[src/design/ex_pkg.sv]
`default_nettype none

package ex_pkg;

    // Data path and register file geometry
    parameter int XLEN      = 64;
    parameter int WORD_W    = 32;   // Width of the *W instruction forms
    parameter int REG_IDX_W = 5;
    parameter int NUM_REGS  = 32;
    parameter int SHAMT_W   = 6;

    typedef enum logic [3:0] {
        ADD   = 4'd0,
        SUB   = 4'd1,
        AND   = 4'd2,
        OR    = 4'd3,
        XOR   = 4'd4,
        SLT   = 4'd5,
        SLTU  = 4'd6,
        SLL   = 4'd7,
        SRL   = 4'd8,
        SRA   = 4'd9,
        LUI   = 4'd10,
        AUIPC = 4'd11
    } alu_op_e;

    // Operand source, one-hot or zero
    typedef enum logic [1:0] {
        SRC_RF     = 2'b00,
        SRC_EX2MEM = 2'b01,
        SRC_MEM2WB = 2'b10
    } src_sel_e;

endpackage

`default_nettype wire
[src/design/ex_if.sv]
`timescale 1ns/100ps
`default_nettype none

// Instruction held in the id2ex register
interface ex_uop_if import ex_pkg::*; ();
    logic                 valid;
    alu_op_e              alu_op;
    logic                 word;
    logic [REG_IDX_W-1:0] rs1_index;
    logic [REG_IDX_W-1:0] rs2_index;
    logic [REG_IDX_W-1:0] rd_index;
    logic                 rd_en;
    logic                 src_pc;   // Operand A from pc
    logic                 src_imm;  // Operand B from imm
    logic [XLEN-1:0]      imm;
    logic [XLEN-1:0]      pc;

    modport producer (output valid, alu_op, word, rs1_index, rs2_index, rd_index,
                      rd_en, src_pc, src_imm, imm, pc);
    modport consumer (input valid, alu_op, word, rs1_index, rs2_index, rd_index,
                      rd_en, src_pc, src_imm, imm, pc);
endinterface

// One result stage, used for ex2mem and mem2wb
interface ex_stage_if import ex_pkg::*; (input logic clk);
    logic                 valid;
    logic                 rd_en;
    logic [REG_IDX_W-1:0] rd_index;
    logic [XLEN-1:0]      data;

    modport producer (output valid, rd_en, rd_index, data);
    modport consumer (input clk, valid, rd_en, rd_index, data);
endinterface

interface ex_fwd_if import ex_pkg::*; ();
    src_sel_e rs1_sel;
    src_sel_e rs2_sel;

    modport producer (output rs1_sel, rs2_sel);
    modport consumer (input rs1_sel, rs2_sel);
endinterface

`default_nettype wire

[src/design/ex_forward_ctrl.sv]
`timescale 1ns/100ps
`default_nettype none

module ex_forward_ctrl import ex_pkg::*; (
    ex_uop_if.consumer   uop,
    ex_stage_if.consumer ex2mem,
    ex_stage_if.consumer mem2wb,
    ex_fwd_if.producer   fwd
);

    logic ex2mem_live;
    logic mem2wb_live;

    // A stage can only forward if it holds a real register write
    assign ex2mem_live = ex2mem.valid && ex2mem.rd_en;
    assign mem2wb_live = mem2wb.valid && mem2wb.rd_en;

    // Newest producer wins, x0 always comes from the register file
    function automatic src_sel_e pick_src(input logic [REG_IDX_W-1:0] idx);
        src_sel_e sel;
        sel = SRC_RF;
        if (idx != '0) begin
            if (ex2mem_live && (ex2mem.rd_index == idx)) begin
                sel = SRC_EX2MEM;
            end else if (mem2wb_live && (mem2wb.rd_index == idx)) begin
                sel = SRC_MEM2WB;
            end
        end
        return sel;
    endfunction

    always_comb begin
        fwd.rs1_sel = pick_src(uop.rs1_index);
        fwd.rs2_sel = pick_src(uop.rs2_index);
    end

    property p_sel_live(src_sel_e sel);
        @(posedge ex2mem.clk)
        ((sel != SRC_EX2MEM) || ex2mem_live) && ((sel != SRC_MEM2WB) || mem2wb_live);
    endproperty

    a_rs1_sel: assert property (p_sel_live(fwd.rs1_sel))
        else $error("rs1 forwarded from a stage without a write");
    a_rs2_sel: assert property (p_sel_live(fwd.rs2_sel))
        else $error("rs2 forwarded from a stage without a write");

endmodule

`default_nettype wire

[src/flat_wrapper.sv]
// flat-port wrapper written by rule: the top's interface ports become plain ports
module ex_forward_ctrl_flat import ex_pkg::*;
  (uop_valid, uop_alu_op, uop_word, uop_rs1_index, uop_rs2_index, uop_rd_index, uop_rd_en, uop_src_pc, uop_src_imm, uop_imm, uop_pc, clk, ex2mem_valid, ex2mem_rd_en, ex2mem_rd_index, ex2mem_data, mem2wb_valid, mem2wb_rd_en, mem2wb_rd_index, mem2wb_data, fwd_rs1_sel, fwd_rs2_sel);
  ex_uop_if uop_i ();
  ex_stage_if ex2mem_i (.clk(clk));
  ex_stage_if mem2wb_i (.clk(clk));
  ex_fwd_if fwd_i ();
  input wire logic [$bits(uop_i.valid)-1:0] uop_valid;
  input wire logic [$bits(uop_i.alu_op)-1:0] uop_alu_op;
  input wire logic [$bits(uop_i.word)-1:0] uop_word;
  input wire logic [$bits(uop_i.rs1_index)-1:0] uop_rs1_index;
  input wire logic [$bits(uop_i.rs2_index)-1:0] uop_rs2_index;
  input wire logic [$bits(uop_i.rd_index)-1:0] uop_rd_index;
  input wire logic [$bits(uop_i.rd_en)-1:0] uop_rd_en;
  input wire logic [$bits(uop_i.src_pc)-1:0] uop_src_pc;
  input wire logic [$bits(uop_i.src_imm)-1:0] uop_src_imm;
  input wire logic [$bits(uop_i.imm)-1:0] uop_imm;
  input wire logic [$bits(uop_i.pc)-1:0] uop_pc;
  input wire logic clk;
  input wire logic [$bits(ex2mem_i.valid)-1:0] ex2mem_valid;
  input wire logic [$bits(ex2mem_i.rd_en)-1:0] ex2mem_rd_en;
  input wire logic [$bits(ex2mem_i.rd_index)-1:0] ex2mem_rd_index;
  input wire logic [$bits(ex2mem_i.data)-1:0] ex2mem_data;
  input wire logic [$bits(mem2wb_i.valid)-1:0] mem2wb_valid;
  input wire logic [$bits(mem2wb_i.rd_en)-1:0] mem2wb_rd_en;
  input wire logic [$bits(mem2wb_i.rd_index)-1:0] mem2wb_rd_index;
  input wire logic [$bits(mem2wb_i.data)-1:0] mem2wb_data;
  output wire logic [$bits(fwd_i.rs1_sel)-1:0] fwd_rs1_sel;
  output wire logic [$bits(fwd_i.rs2_sel)-1:0] fwd_rs2_sel;
  assign uop_i.valid = uop_valid;
  assign uop_i.alu_op = uop_alu_op;
  assign uop_i.word = uop_word;
  assign uop_i.rs1_index = uop_rs1_index;
  assign uop_i.rs2_index = uop_rs2_index;
  assign uop_i.rd_index = uop_rd_index;
  assign uop_i.rd_en = uop_rd_en;
  assign uop_i.src_pc = uop_src_pc;
  assign uop_i.src_imm = uop_src_imm;
  assign uop_i.imm = uop_imm;
  assign uop_i.pc = uop_pc;
  assign ex2mem_i.valid = ex2mem_valid;
  assign ex2mem_i.rd_en = ex2mem_rd_en;
  assign ex2mem_i.rd_index = ex2mem_rd_index;
  assign ex2mem_i.data = ex2mem_data;
  assign mem2wb_i.valid = mem2wb_valid;
  assign mem2wb_i.rd_en = mem2wb_rd_en;
  assign mem2wb_i.rd_index = mem2wb_rd_index;
  assign mem2wb_i.data = mem2wb_data;
  assign fwd_rs1_sel = fwd_i.rs1_sel;
  assign fwd_rs2_sel = fwd_i.rs2_sel;
  ex_forward_ctrl u_core (.uop(uop_i), .ex2mem(ex2mem_i), .mem2wb(mem2wb_i), .fwd(fwd_i));
endmodule
[config.mk]
export PLATFORM = sky130hd
export DESIGN_NAME = ex_forward_ctrl_flat
export DESIGN_NICKNAME = d
export VERILOG_FILES = /design/src/design/ex_pkg.sv /design/src/design/ex_if.sv /design/src/design/ex_forward_ctrl.sv /design/src/flat_wrapper.sv
export SDC_FILE = /design/constraint.sdc
export NUM_CORES = 1
export LEC_CHECK = 0
export BUFFER_PORTS_ARGS = -buffer_cell sky130_fd_sc_hd__buf_4
export CAP_MARGIN = 20
export CELL_PAD_IN_SITES_DETAIL_PLACEMENT = 2
export CELL_PAD_IN_SITES_GLOBAL_PLACEMENT = 2
export CORE_AREA = 5 5 114 116
export DETAILED_ROUTE_END_ITERATION = 16
export DIE_AREA = 0 0 119 121
export PLACE_DENSITY = 0.95
export SYNTH_ARGS = -nofsm -noshare
export SYNTH_HDL_FRONTEND = slang
export SYNTH_SLANG_ARGS = --single-unit
[constraint.sdc]
create_clock -name vclk -period 0.8
set_input_delay 0.04 -clock vclk [all_inputs]
set_output_delay 0.04 -clock vclk [all_outputs]
set_load 0.02 [all_outputs]
## Word level (Yosys, flattened, before mapping)

Cells that the tools add are included.

- Memories kept: 0
- ROM bits: 0
- Memory bits (writable): 0
- Output and inout bits: 4
- Logic and storage cells: 18
- Input bits: 295
- Bits in latches: 0
- Bits in registers: 0

- Reductions and logical operators: 8
- $add $sub $neg: 0
- Eq/ne operators: 4
- Shift operators: 0
- Div/mod/pow operators: 0
- Bitwise logic cells: 0
- Mux-type cells: 6
- $mul: 0
- $lt $le $gt $ge: 0

Operators by type and width:

| kind | count |
|---|---|
| 5-bit equality test | 4 |
| 2-bit two-way mux | 6 |
| 5-bit nonzero test | 2 |
| 1-bit logical AND | 6 |

## Depth between registers and ports, before layout

Gate-level depths: netlist of the first run.

- Depth in word-level cells: 5
- Depth in mapped cells: 4
- Mapped depth without buffers: 4

## Least setup slack after synthesis of the first run

OpenSTA, ideal clock, no wires.

- Path kind: input -> output
- Start point: input ex2mem_rd_index[0]
- End point: output fwd_rs1_sel[0]
- Setup slack: -166 ps
- Arrival time: 926 ps
- Stages on the path: 3
- Required time: 760 ps
- Buffers on the path: 0
- Cell sequence: xnor2_1 -> nand4_1 -> nor4_1

- Word-level cells in the longest chain between the ends: 4

Ends and longest elaborated chain:

| element | line | text |
|---|---|---|
| start: declaration | flat_wrapper.sv:22 | `input wire logic [$bits(ex2mem_i.rd_index)-1:0] ex2mem_rd_index;` |
| 5-bit equality test | ex_forward_ctrl.sv:23 | `if (ex2mem_live && (ex2mem.rd_index == idx)) begin` |
| 1-bit logical AND | ex_forward_ctrl.sv:23 |  |
| 2-bit two-way mux | ex_forward_ctrl.sv:23 |  |
| 2-bit two-way mux | ex_forward_ctrl.sv:22 | `if (idx != '0) begin` |
| end: declaration | flat_wrapper.sv:28 | `output wire logic [$bits(fwd_i.rs1_sel)-1:0] fwd_rs1_sel;` |

Every way passes these cells.

## Final worst setup path of the first run

- Start point: input uop_rs1_index[3]
- End point: output fwd_rs1_sel[0]

- Word-level cells in the longest chain between the ends: 4
- Elaborated cells between the ends (all ways): 5
- Classes of those cells: 1 x eq/ne; 2 x mux; 2 x reduce/logical

Ends and longest elaborated chain:

| element | line | text |
|---|---|---|
| start: declaration | flat_wrapper.sv:11 | `input wire logic [$bits(uop_i.rs1_index)-1:0] uop_rs1_index;` |
| 5-bit equality test | ex_forward_ctrl.sv:23 |  |
| 1-bit logical AND | ex_forward_ctrl.sv:23 |  |
| 2-bit two-way mux | ex_forward_ctrl.sv:23 |  |
| 2-bit two-way mux (*) | ex_forward_ctrl.sv:22 |  |

Every way passes the cells marked *; elsewhere a longest branch is shown, timed or not.

==> out/summary.log, run 1 <==
[synth] most common cell in the netlist sky130_fd_sc_hd__xnor2_1
[routing] number of search-and-repair iterations in the first detailed-routing pass 2
[worst_setup_path] most frequent cell on the critical path sky130_fd_sc_hd__buf_4
[timing] slew at the pin closest to its max-slew limit 0.2623 ns
[grt] via count of the first global-routing pass 526
[floorplanning] die footprint 14,400 µm²
[worst_setup_path] critical-path cell with the highest stage delay sky130_fd_sc_hd__or4_4
[floorplanning] initial cell density of the core 2.489%
[finish] net total in the final layout 373
[pwr] clock network fraction of total power 0%
[finish] antenna fix cells 0
[finish] utilization after layout 6.939%
[synth] most common library cells after synthesis 19 x sky130_fd_sc_hd__xnor2_1, 4 x sky130_fd_sc_hd__nand4_1, 2 x sky130_fd_sc_hd__nand3_1, 2 x sky130_fd_sc_hd__nor3_1
[worst_setup_path] kind of end point of the critical path output pin
[finish] Final Cell Area 819.5 µm²
[pwr] total power divided by cell area 405.5 nW/µm²
[finish] fill cell count 1,398
[routing] DRC violation count after routing 0
[timing] setup repair after global routing missed its margin yes
[synth] net count after synthesis 333
[timing] minimum clock period 1.122 ns
[finish] Layout Area Growth over Synthesis 178.7%
[floorplanning] die width 119 µm
[worst_setup_path] CP startpoint kind primary input
[synth] Yosys top cell area share 56.60%
[floorplanning] ports placed on the boundary 299
[grt] first-pass GRT wire length 3.236 mm
[timing] max-slew violations 0
[timing] worst slew margin relative to its limit 82.46%
[timing] worst setup slack after layout -0.3220 ns
[floorplanning] standard cell core area 11,810 µm²
[floorplanning] total number of placement rows 40
[worst_setup_path] critical path's largest stage delay 0.54 ns
[pwr] switching portion of total power 40.94%
[grt] initial antenna violation count 0
[synth] Synth cell types 15
[outcome] violations in the final reports negative setup slack
[synth] cell count after synthesis 38
[finish] sequential cell area 0 µm²
[routing] routed wire length per instance 10.09 µm
[synth] synth warn 0
[routing] DR vias/cell 1.928
[timing] share of the clock period used by the worst path after layout 140.3%
[job] number of violations of the max-capacitance limit 0
[worst_setup_path] critical path buffer and inverter count 3
[grt] largest net degree at the start of global routing 4
[pwr] Lkg Pwr 0.0002735 µW
[pwr] worst-case vdd ir drop 0.04206 mV
[clock_tree] CTS Hold Bufs 0
[worst_setup_path] required time of the critical path 0.76 ns
[timing] maximum clock rate 891.3 MHz
[grt] total gr overflow 0
[outcome] result of the run finished, violations left
[synth] syn avg cell area 7.738 µm²
[timing] final hold violations 0
[pwr] sequential share of power 0%
[worst_setup_path] cell-by-cell trace of the critical path buf_6 -> or4_4 -> nor2_4 -> buf_4 -> nor4_2 -> buf_4
[finish] clk_buf instances 0
[finish] layout cells sized above 1 61.84%
[routing] via total after detailed routing 430
[placement] cell area reported after detailed placement 767.0 µm²
[routing] Detail Route Antenna Nets 0
[worst_setup_path] WP data arrival 1.08 ns
[worst_setup_path] maximum net fanout on the critical path 2
[timing] final number of setup-violating endpoints 4
[grt] overall routing resource usage 2.991%
[synth] synthesized area 294.0 µm²
[placement] gp weighted congestion 0.7671
[synth] Synth area leaders sky130_fd_sc_hd__xnor2_1 57%, sky130_fd_sc_hd__nand4_1 8.5%, sky130_fd_sc_hd__nor2_4 3.8%
[routing] count of routing violations after the opening detailed-route iteration 3
[finish] sequential cells 0
[pwr] switching power of the nets 136.1 µW
[worst_setup_path] family of cells with the greatest summed delay on the critical path simple AND/OR/NAND/NOR gates
[synth] Seq/Total Area, Yosys 0%
[pwr] total internal power 196.2 µW
[placement] Port Buffers 28
[routing] wire length reported by the detailed router 2.251 mm
[worst_setup_path] critical path class primary input to output pin
[min_path] Hold/Removal Path Class primary input to output pin
[synth] cell taking the most area after synthesis sky130_fd_sc_hd__xnor2_1
[pwr] fraction of power consumed by combinational cells 100.0%
[floorplanning] vertical extent of the die 121 µm
==> path summary, 6_finish.rpt <==
check | slack, ns | from | to | depth (start not counted)
max | -0.32 | uop_rs1_index[3] | fwd_rs1_sel[0] | 6
min | 0.50 | ex2mem_rd_en | fwd_rs2_sel[0] | 4
==> tightest hold or removal path, cell delays in order <==
cell                      delay (ns)
sky130_fd_sc_hd__buf_4          0.12
sky130_fd_sc_hd__nand3_1        0.10
sky130_fd_sc_hd__nor3_2         0.06
sky130_fd_sc_hd__buf_4          0.15
==> logic make-up after synthesis <==
group | Yosys count | share of synthesized area, %
xor gates and xnor gates | 20 | 59.58
and+or+nand+nor | 16 | 34.47
AOI/OAI and AO/OA | 2 | 5.959
==> through the flow <==
| step | worst slack (ns) | hold slack [ns] | std cells | TNS, ns | total power [µW] |
|---|---|---|---|---|---|
| after global routing | -0.3616 | 0.5168 | 223 | -1.312 | 357.6 |
| final | -0.3220 | 0.5037 | 223 | -1.187 | 332.3 |
| after global placement | -0.3496 | 0.4872 | 222 | -1.203 | 304.8 |
| after CTS | -0.3729 | 0.5083 | 222 | -1.188 | 332.8 |
| after detailed placement | -0.3746 | 0.4967 | 222 | -1.285 | 319.9 |
| after floorplan | -0.1194 | 0.2237 | 38 | -0.2650 | 115.8 |
==> repair_timing <==
item,CTS,global route
cloned,0,0
gates resized for setup,9,1
pin swaps,8,3
setup buffers,0,1
setup endpoints to repair,4,4
==> area by class of cell <==
cell class	count	area, µm²	share of cell area, %
tap	147	183.9	22.44
timing repair buffer	38	307.8	37.56
multi-input combinational	38	327.8	40.00
==> placed cells by master, fill, tap and decap left out, types with 2 or more instances in the layout <==
cell,instances
sky130_fd_sc_hd__nor3_2,2
sky130_fd_sc_hd__nand4_1,4
sky130_fd_sc_hd__buf_4,32
sky130_fd_sc_hd__xnor2_1,18
sky130_fd_sc_hd__buf_6,6
sky130_fd_sc_hd__or4_4,2
sky130_fd_sc_hd__nor2_4,2
sky130_fd_sc_hd__nand3_1,2
==> power by group through the flow <==
| stage | clock network (µW) | logic (µW) | registers, µW |
|---|---|---|---|
| floorplan | 0 | 116 | 0 |
| global route | 0 | 358 | 0 |
| global placement | 0 | 305 | 0 |
| detailed placement | 0 | 320 | 0 |
| CTS | 0 | 333 | 0 |
| finish | 0 | 332 | 0 |
==> per-layer routing <==
metal	vias to the layer above	routed length, µm	GRT usage, %
met5	-	0	0
met4	0	0	0
met3	0	323	2.051
met2	13	1268	6.076
met1	203	660	2.494
li1	214	-	-
Note: power is estimated with default switching activity, not from simulation.
==> run 2: changes to the inputs <==
--- a/config.mk
+++ b/config.mk
@@ -12,6 +12,7 @@
 export CORE_AREA = 5 5 114 116
 export DETAILED_ROUTE_END_ITERATION = 16
 export DIE_AREA = 0 0 119 121
+export GPL_TIMING_DRIVEN = 0
 export PLACE_DENSITY = 0.95
 export SYNTH_ARGS = -nofsm -noshare
 export SYNTH_HDL_FRONTEND = slang
==> run 2 against run 1 <==
Net effect: the run still ends with negative setup slack left; core utilization is 0.42 points lower; combinational power is 6.6% lower; worst hold slack worse by 0.0033 ns; via count is 3.3% lower; sequential share of layout area stayed put; total power is 6.6% lower; non-clock buffer count is 7 lower; largest cell class unchanged; largest power group unchanged.
==> out/summary.log, run 2 (same netlist as run 1, synthesis figures left out) <==
[outcome] result of the run finished, violations left
[outcome] violations in the final reports negative setup slack
[worst_setup_path] maximum net fanout on the critical path 2 [unchanged]
[routing] routed wire length per instance 10.59 µm [+4.9%]
[finish] net total in the final layout 366 [-1.9%]
[worst_setup_path] critical path class primary input to output pin
[finish] antenna fix cells 0 [unchanged]
[min_path] hold wc startpoint ex2mem_rd_en
[timing] share of the clock period used by the worst path after layout 142.2% [+1.9 points]
[finish] commonest cells after routing, fill and taps aside 25 x sky130_fd_sc_hd__buf_4, 18 x sky130_fd_sc_hd__xnor2_1, 4 x sky130_fd_sc_hd__nand4_1, 4 x sky130_fd_sc_hd__buf_6
[timing] setup repair after global routing missed its margin yes
[grt] largest net degree at the start of global routing 4 [unchanged]
[finish] Layout Area Growth over Synthesis 161.7%
[timing] final hold violations 0 [unchanged]
[clock_tree] CTS Hold Bufs 0 [unchanged]
[min_path] Hold/Removal Path Class primary input to output pin
[finish] layout cells sized above 1 56.52% [-5.3 points]
[placement] Port Buffers 28 [unchanged]
[timing] maximum clock rate 879.2 MHz [-1.4%]
[routing] number of search-and-repair iterations in the first detailed-routing pass 1 [-1]
[floorplanning] die footprint 14,400 µm² [unchanged]
[timing] max-slew violations 0 [unchanged]
[placement] cell area reported after detailed placement 699.4 µm² [-8.8%]
[job] number of violations of the max-capacitance limit 0 [unchanged]
[routing] wire length reported by the detailed router 2.287 mm [+1.6%]
[pwr] total power divided by cell area 403.4 nW/µm² [-0.50%]
[floorplanning] initial cell density of the core 2.489% [unchanged]
[timing] worst slew margin relative to its limit 84.85% [+2.4 points]
[worst_setup_path] Crit. Startpoint uop_rs1_index[4]
[routing] DR vias/cell 1.926 [-0.12%]
[worst_setup_path] kind of end point of the critical path output pin
[finish] Final Cell Area 769.5 µm² [-6.1%]
[grt] overall routing resource usage 3.197% [+0.21 points]
[timing] worst setup slack after layout -0.3375 ns [-0.01544 ns]
[grt] via count of the first global-routing pass 551 [+4.8%]
[pwr] worst-case vdd ir drop 0.03969 mV [-5.6%]
[floorplanning] total number of placement rows 40 [unchanged]
[worst_setup_path] CP startpoint kind primary input
[finish] sequential cell area 0 µm² [unchanged]
[finish] fill cell count 1,397 [-0.072%]
[finish] clk_buf instances 0 [unchanged]
[routing] via total after detailed routing 416 [-3.3%]
[worst_setup_path] required time of the critical path 0.76 ns [about the same]
[worst_setup_path] WP data arrival 1.10 ns [+0.02 ns]
[routing] count of routing violations after the opening detailed-route iteration 0 [-3]
[grt] first-pass GRT wire length 3.422 mm [+5.7%]
[timing] total negative slack for setup checks -1.216 ns [-0.02885 ns]
[placement] gp weighted congestion 0.7561 [-1.4%]
[finish] total area of multi-input combinational cells 322.8 µm² [-1.5%]
[grt] initial antenna violation count 0 [unchanged]
[finish] sequential cells 0 [unchanged]
[floorplanning] die width 119 µm [unchanged]
[grt] total gr overflow 0 [unchanged]
[timing] slew at the pin closest to its max-slew limit 0.2255 ns [-0.03678 ns]
[pwr] Lkg Pwr 0.0002418 µW [-12%]
[routing] DRC violation count after routing 0 [unchanged]
[finish] most frequent standard cell in the layout excluding fill and tap cells sky130_fd_sc_hd__buf_4
[floorplanning] standard cell core area 11,810 µm² [unchanged]
[timing] final number of setup-violating endpoints 4 [unchanged]
[routing] Detail Route Antenna Nets 0 [unchanged]
[timing] minimum clock period 1.137 ns [+0.01544 ns]
[floorplanning] ports placed on the boundary 299 [unchanged]
[floorplanning] vertical extent of the die 121 µm [unchanged]
[run 2: final cells by class]
class              count  area share (%)
multi-input cells     38           41.95
repair buffers        31           34.15
well taps            147           23.90
[run 2: path summary, 6_finish.rpt]
path | to | slack, ns | cells past startpoint
min | fwd_rs1_sel[0] | 0.50 | 4
max | fwd_rs1_sel[1] | -0.34 | 6
[run 2: timing repair]
action | CTS | global route
endpoints found under the hold margin | 0 | 0
resized for setup | 10 | 1
pin swaps | 6 | 3
setup buffers | 2 | 1
endpoints found under the setup margin | 4 | 4
[run 2: worst max-delay path: stages]
cell	delay, ns
sky130_fd_sc_hd__buf_8	0.09
sky130_fd_sc_hd__or4_4	0.53
sky130_fd_sc_hd__nor2_4	0.10
sky130_fd_sc_hd__nor2_1	0.05
sky130_fd_sc_hd__o311a_1	0.14
sky130_fd_sc_hd__buf_6	0.14
[run 2: power breakdown]
part	leakage [µW]	internal (µW)	total (µW)	switching, µW
sequential	0	0	0	0
clock	0	0	0	0
combinational	0.000242	179	310	131
total	0.000242	179	310	131
[run 2: stage by stage]
stage                     setup WS [ns]  std cells  hold WS (ns)  util, %  power (µW)
after floorplan                 -0.1194         38        0.2237        -       115.8
after global placement          -0.3790        213        0.4712    5.922       269.3
after detailed placement        -0.4079        213        0.5032    5.922       290.0
after CTS                       -0.3703        215        0.5148    6.388       312.4
after global routing            -0.3793        216        0.5304    6.515       339.2
final                           -0.3375        216        0.5005    6.515       310.4
[run 2: layer usage]
| metal | GRT usage [%] | part of all wire (%) |
|---|---|---|
| met5 | 0 | 0 |
| met3 | 1.678 | 12 |
| met1 | 2.719 | 29 |
| met4 | 0.1448 | 1.3 |
| met2 | 6.747 | 58 |
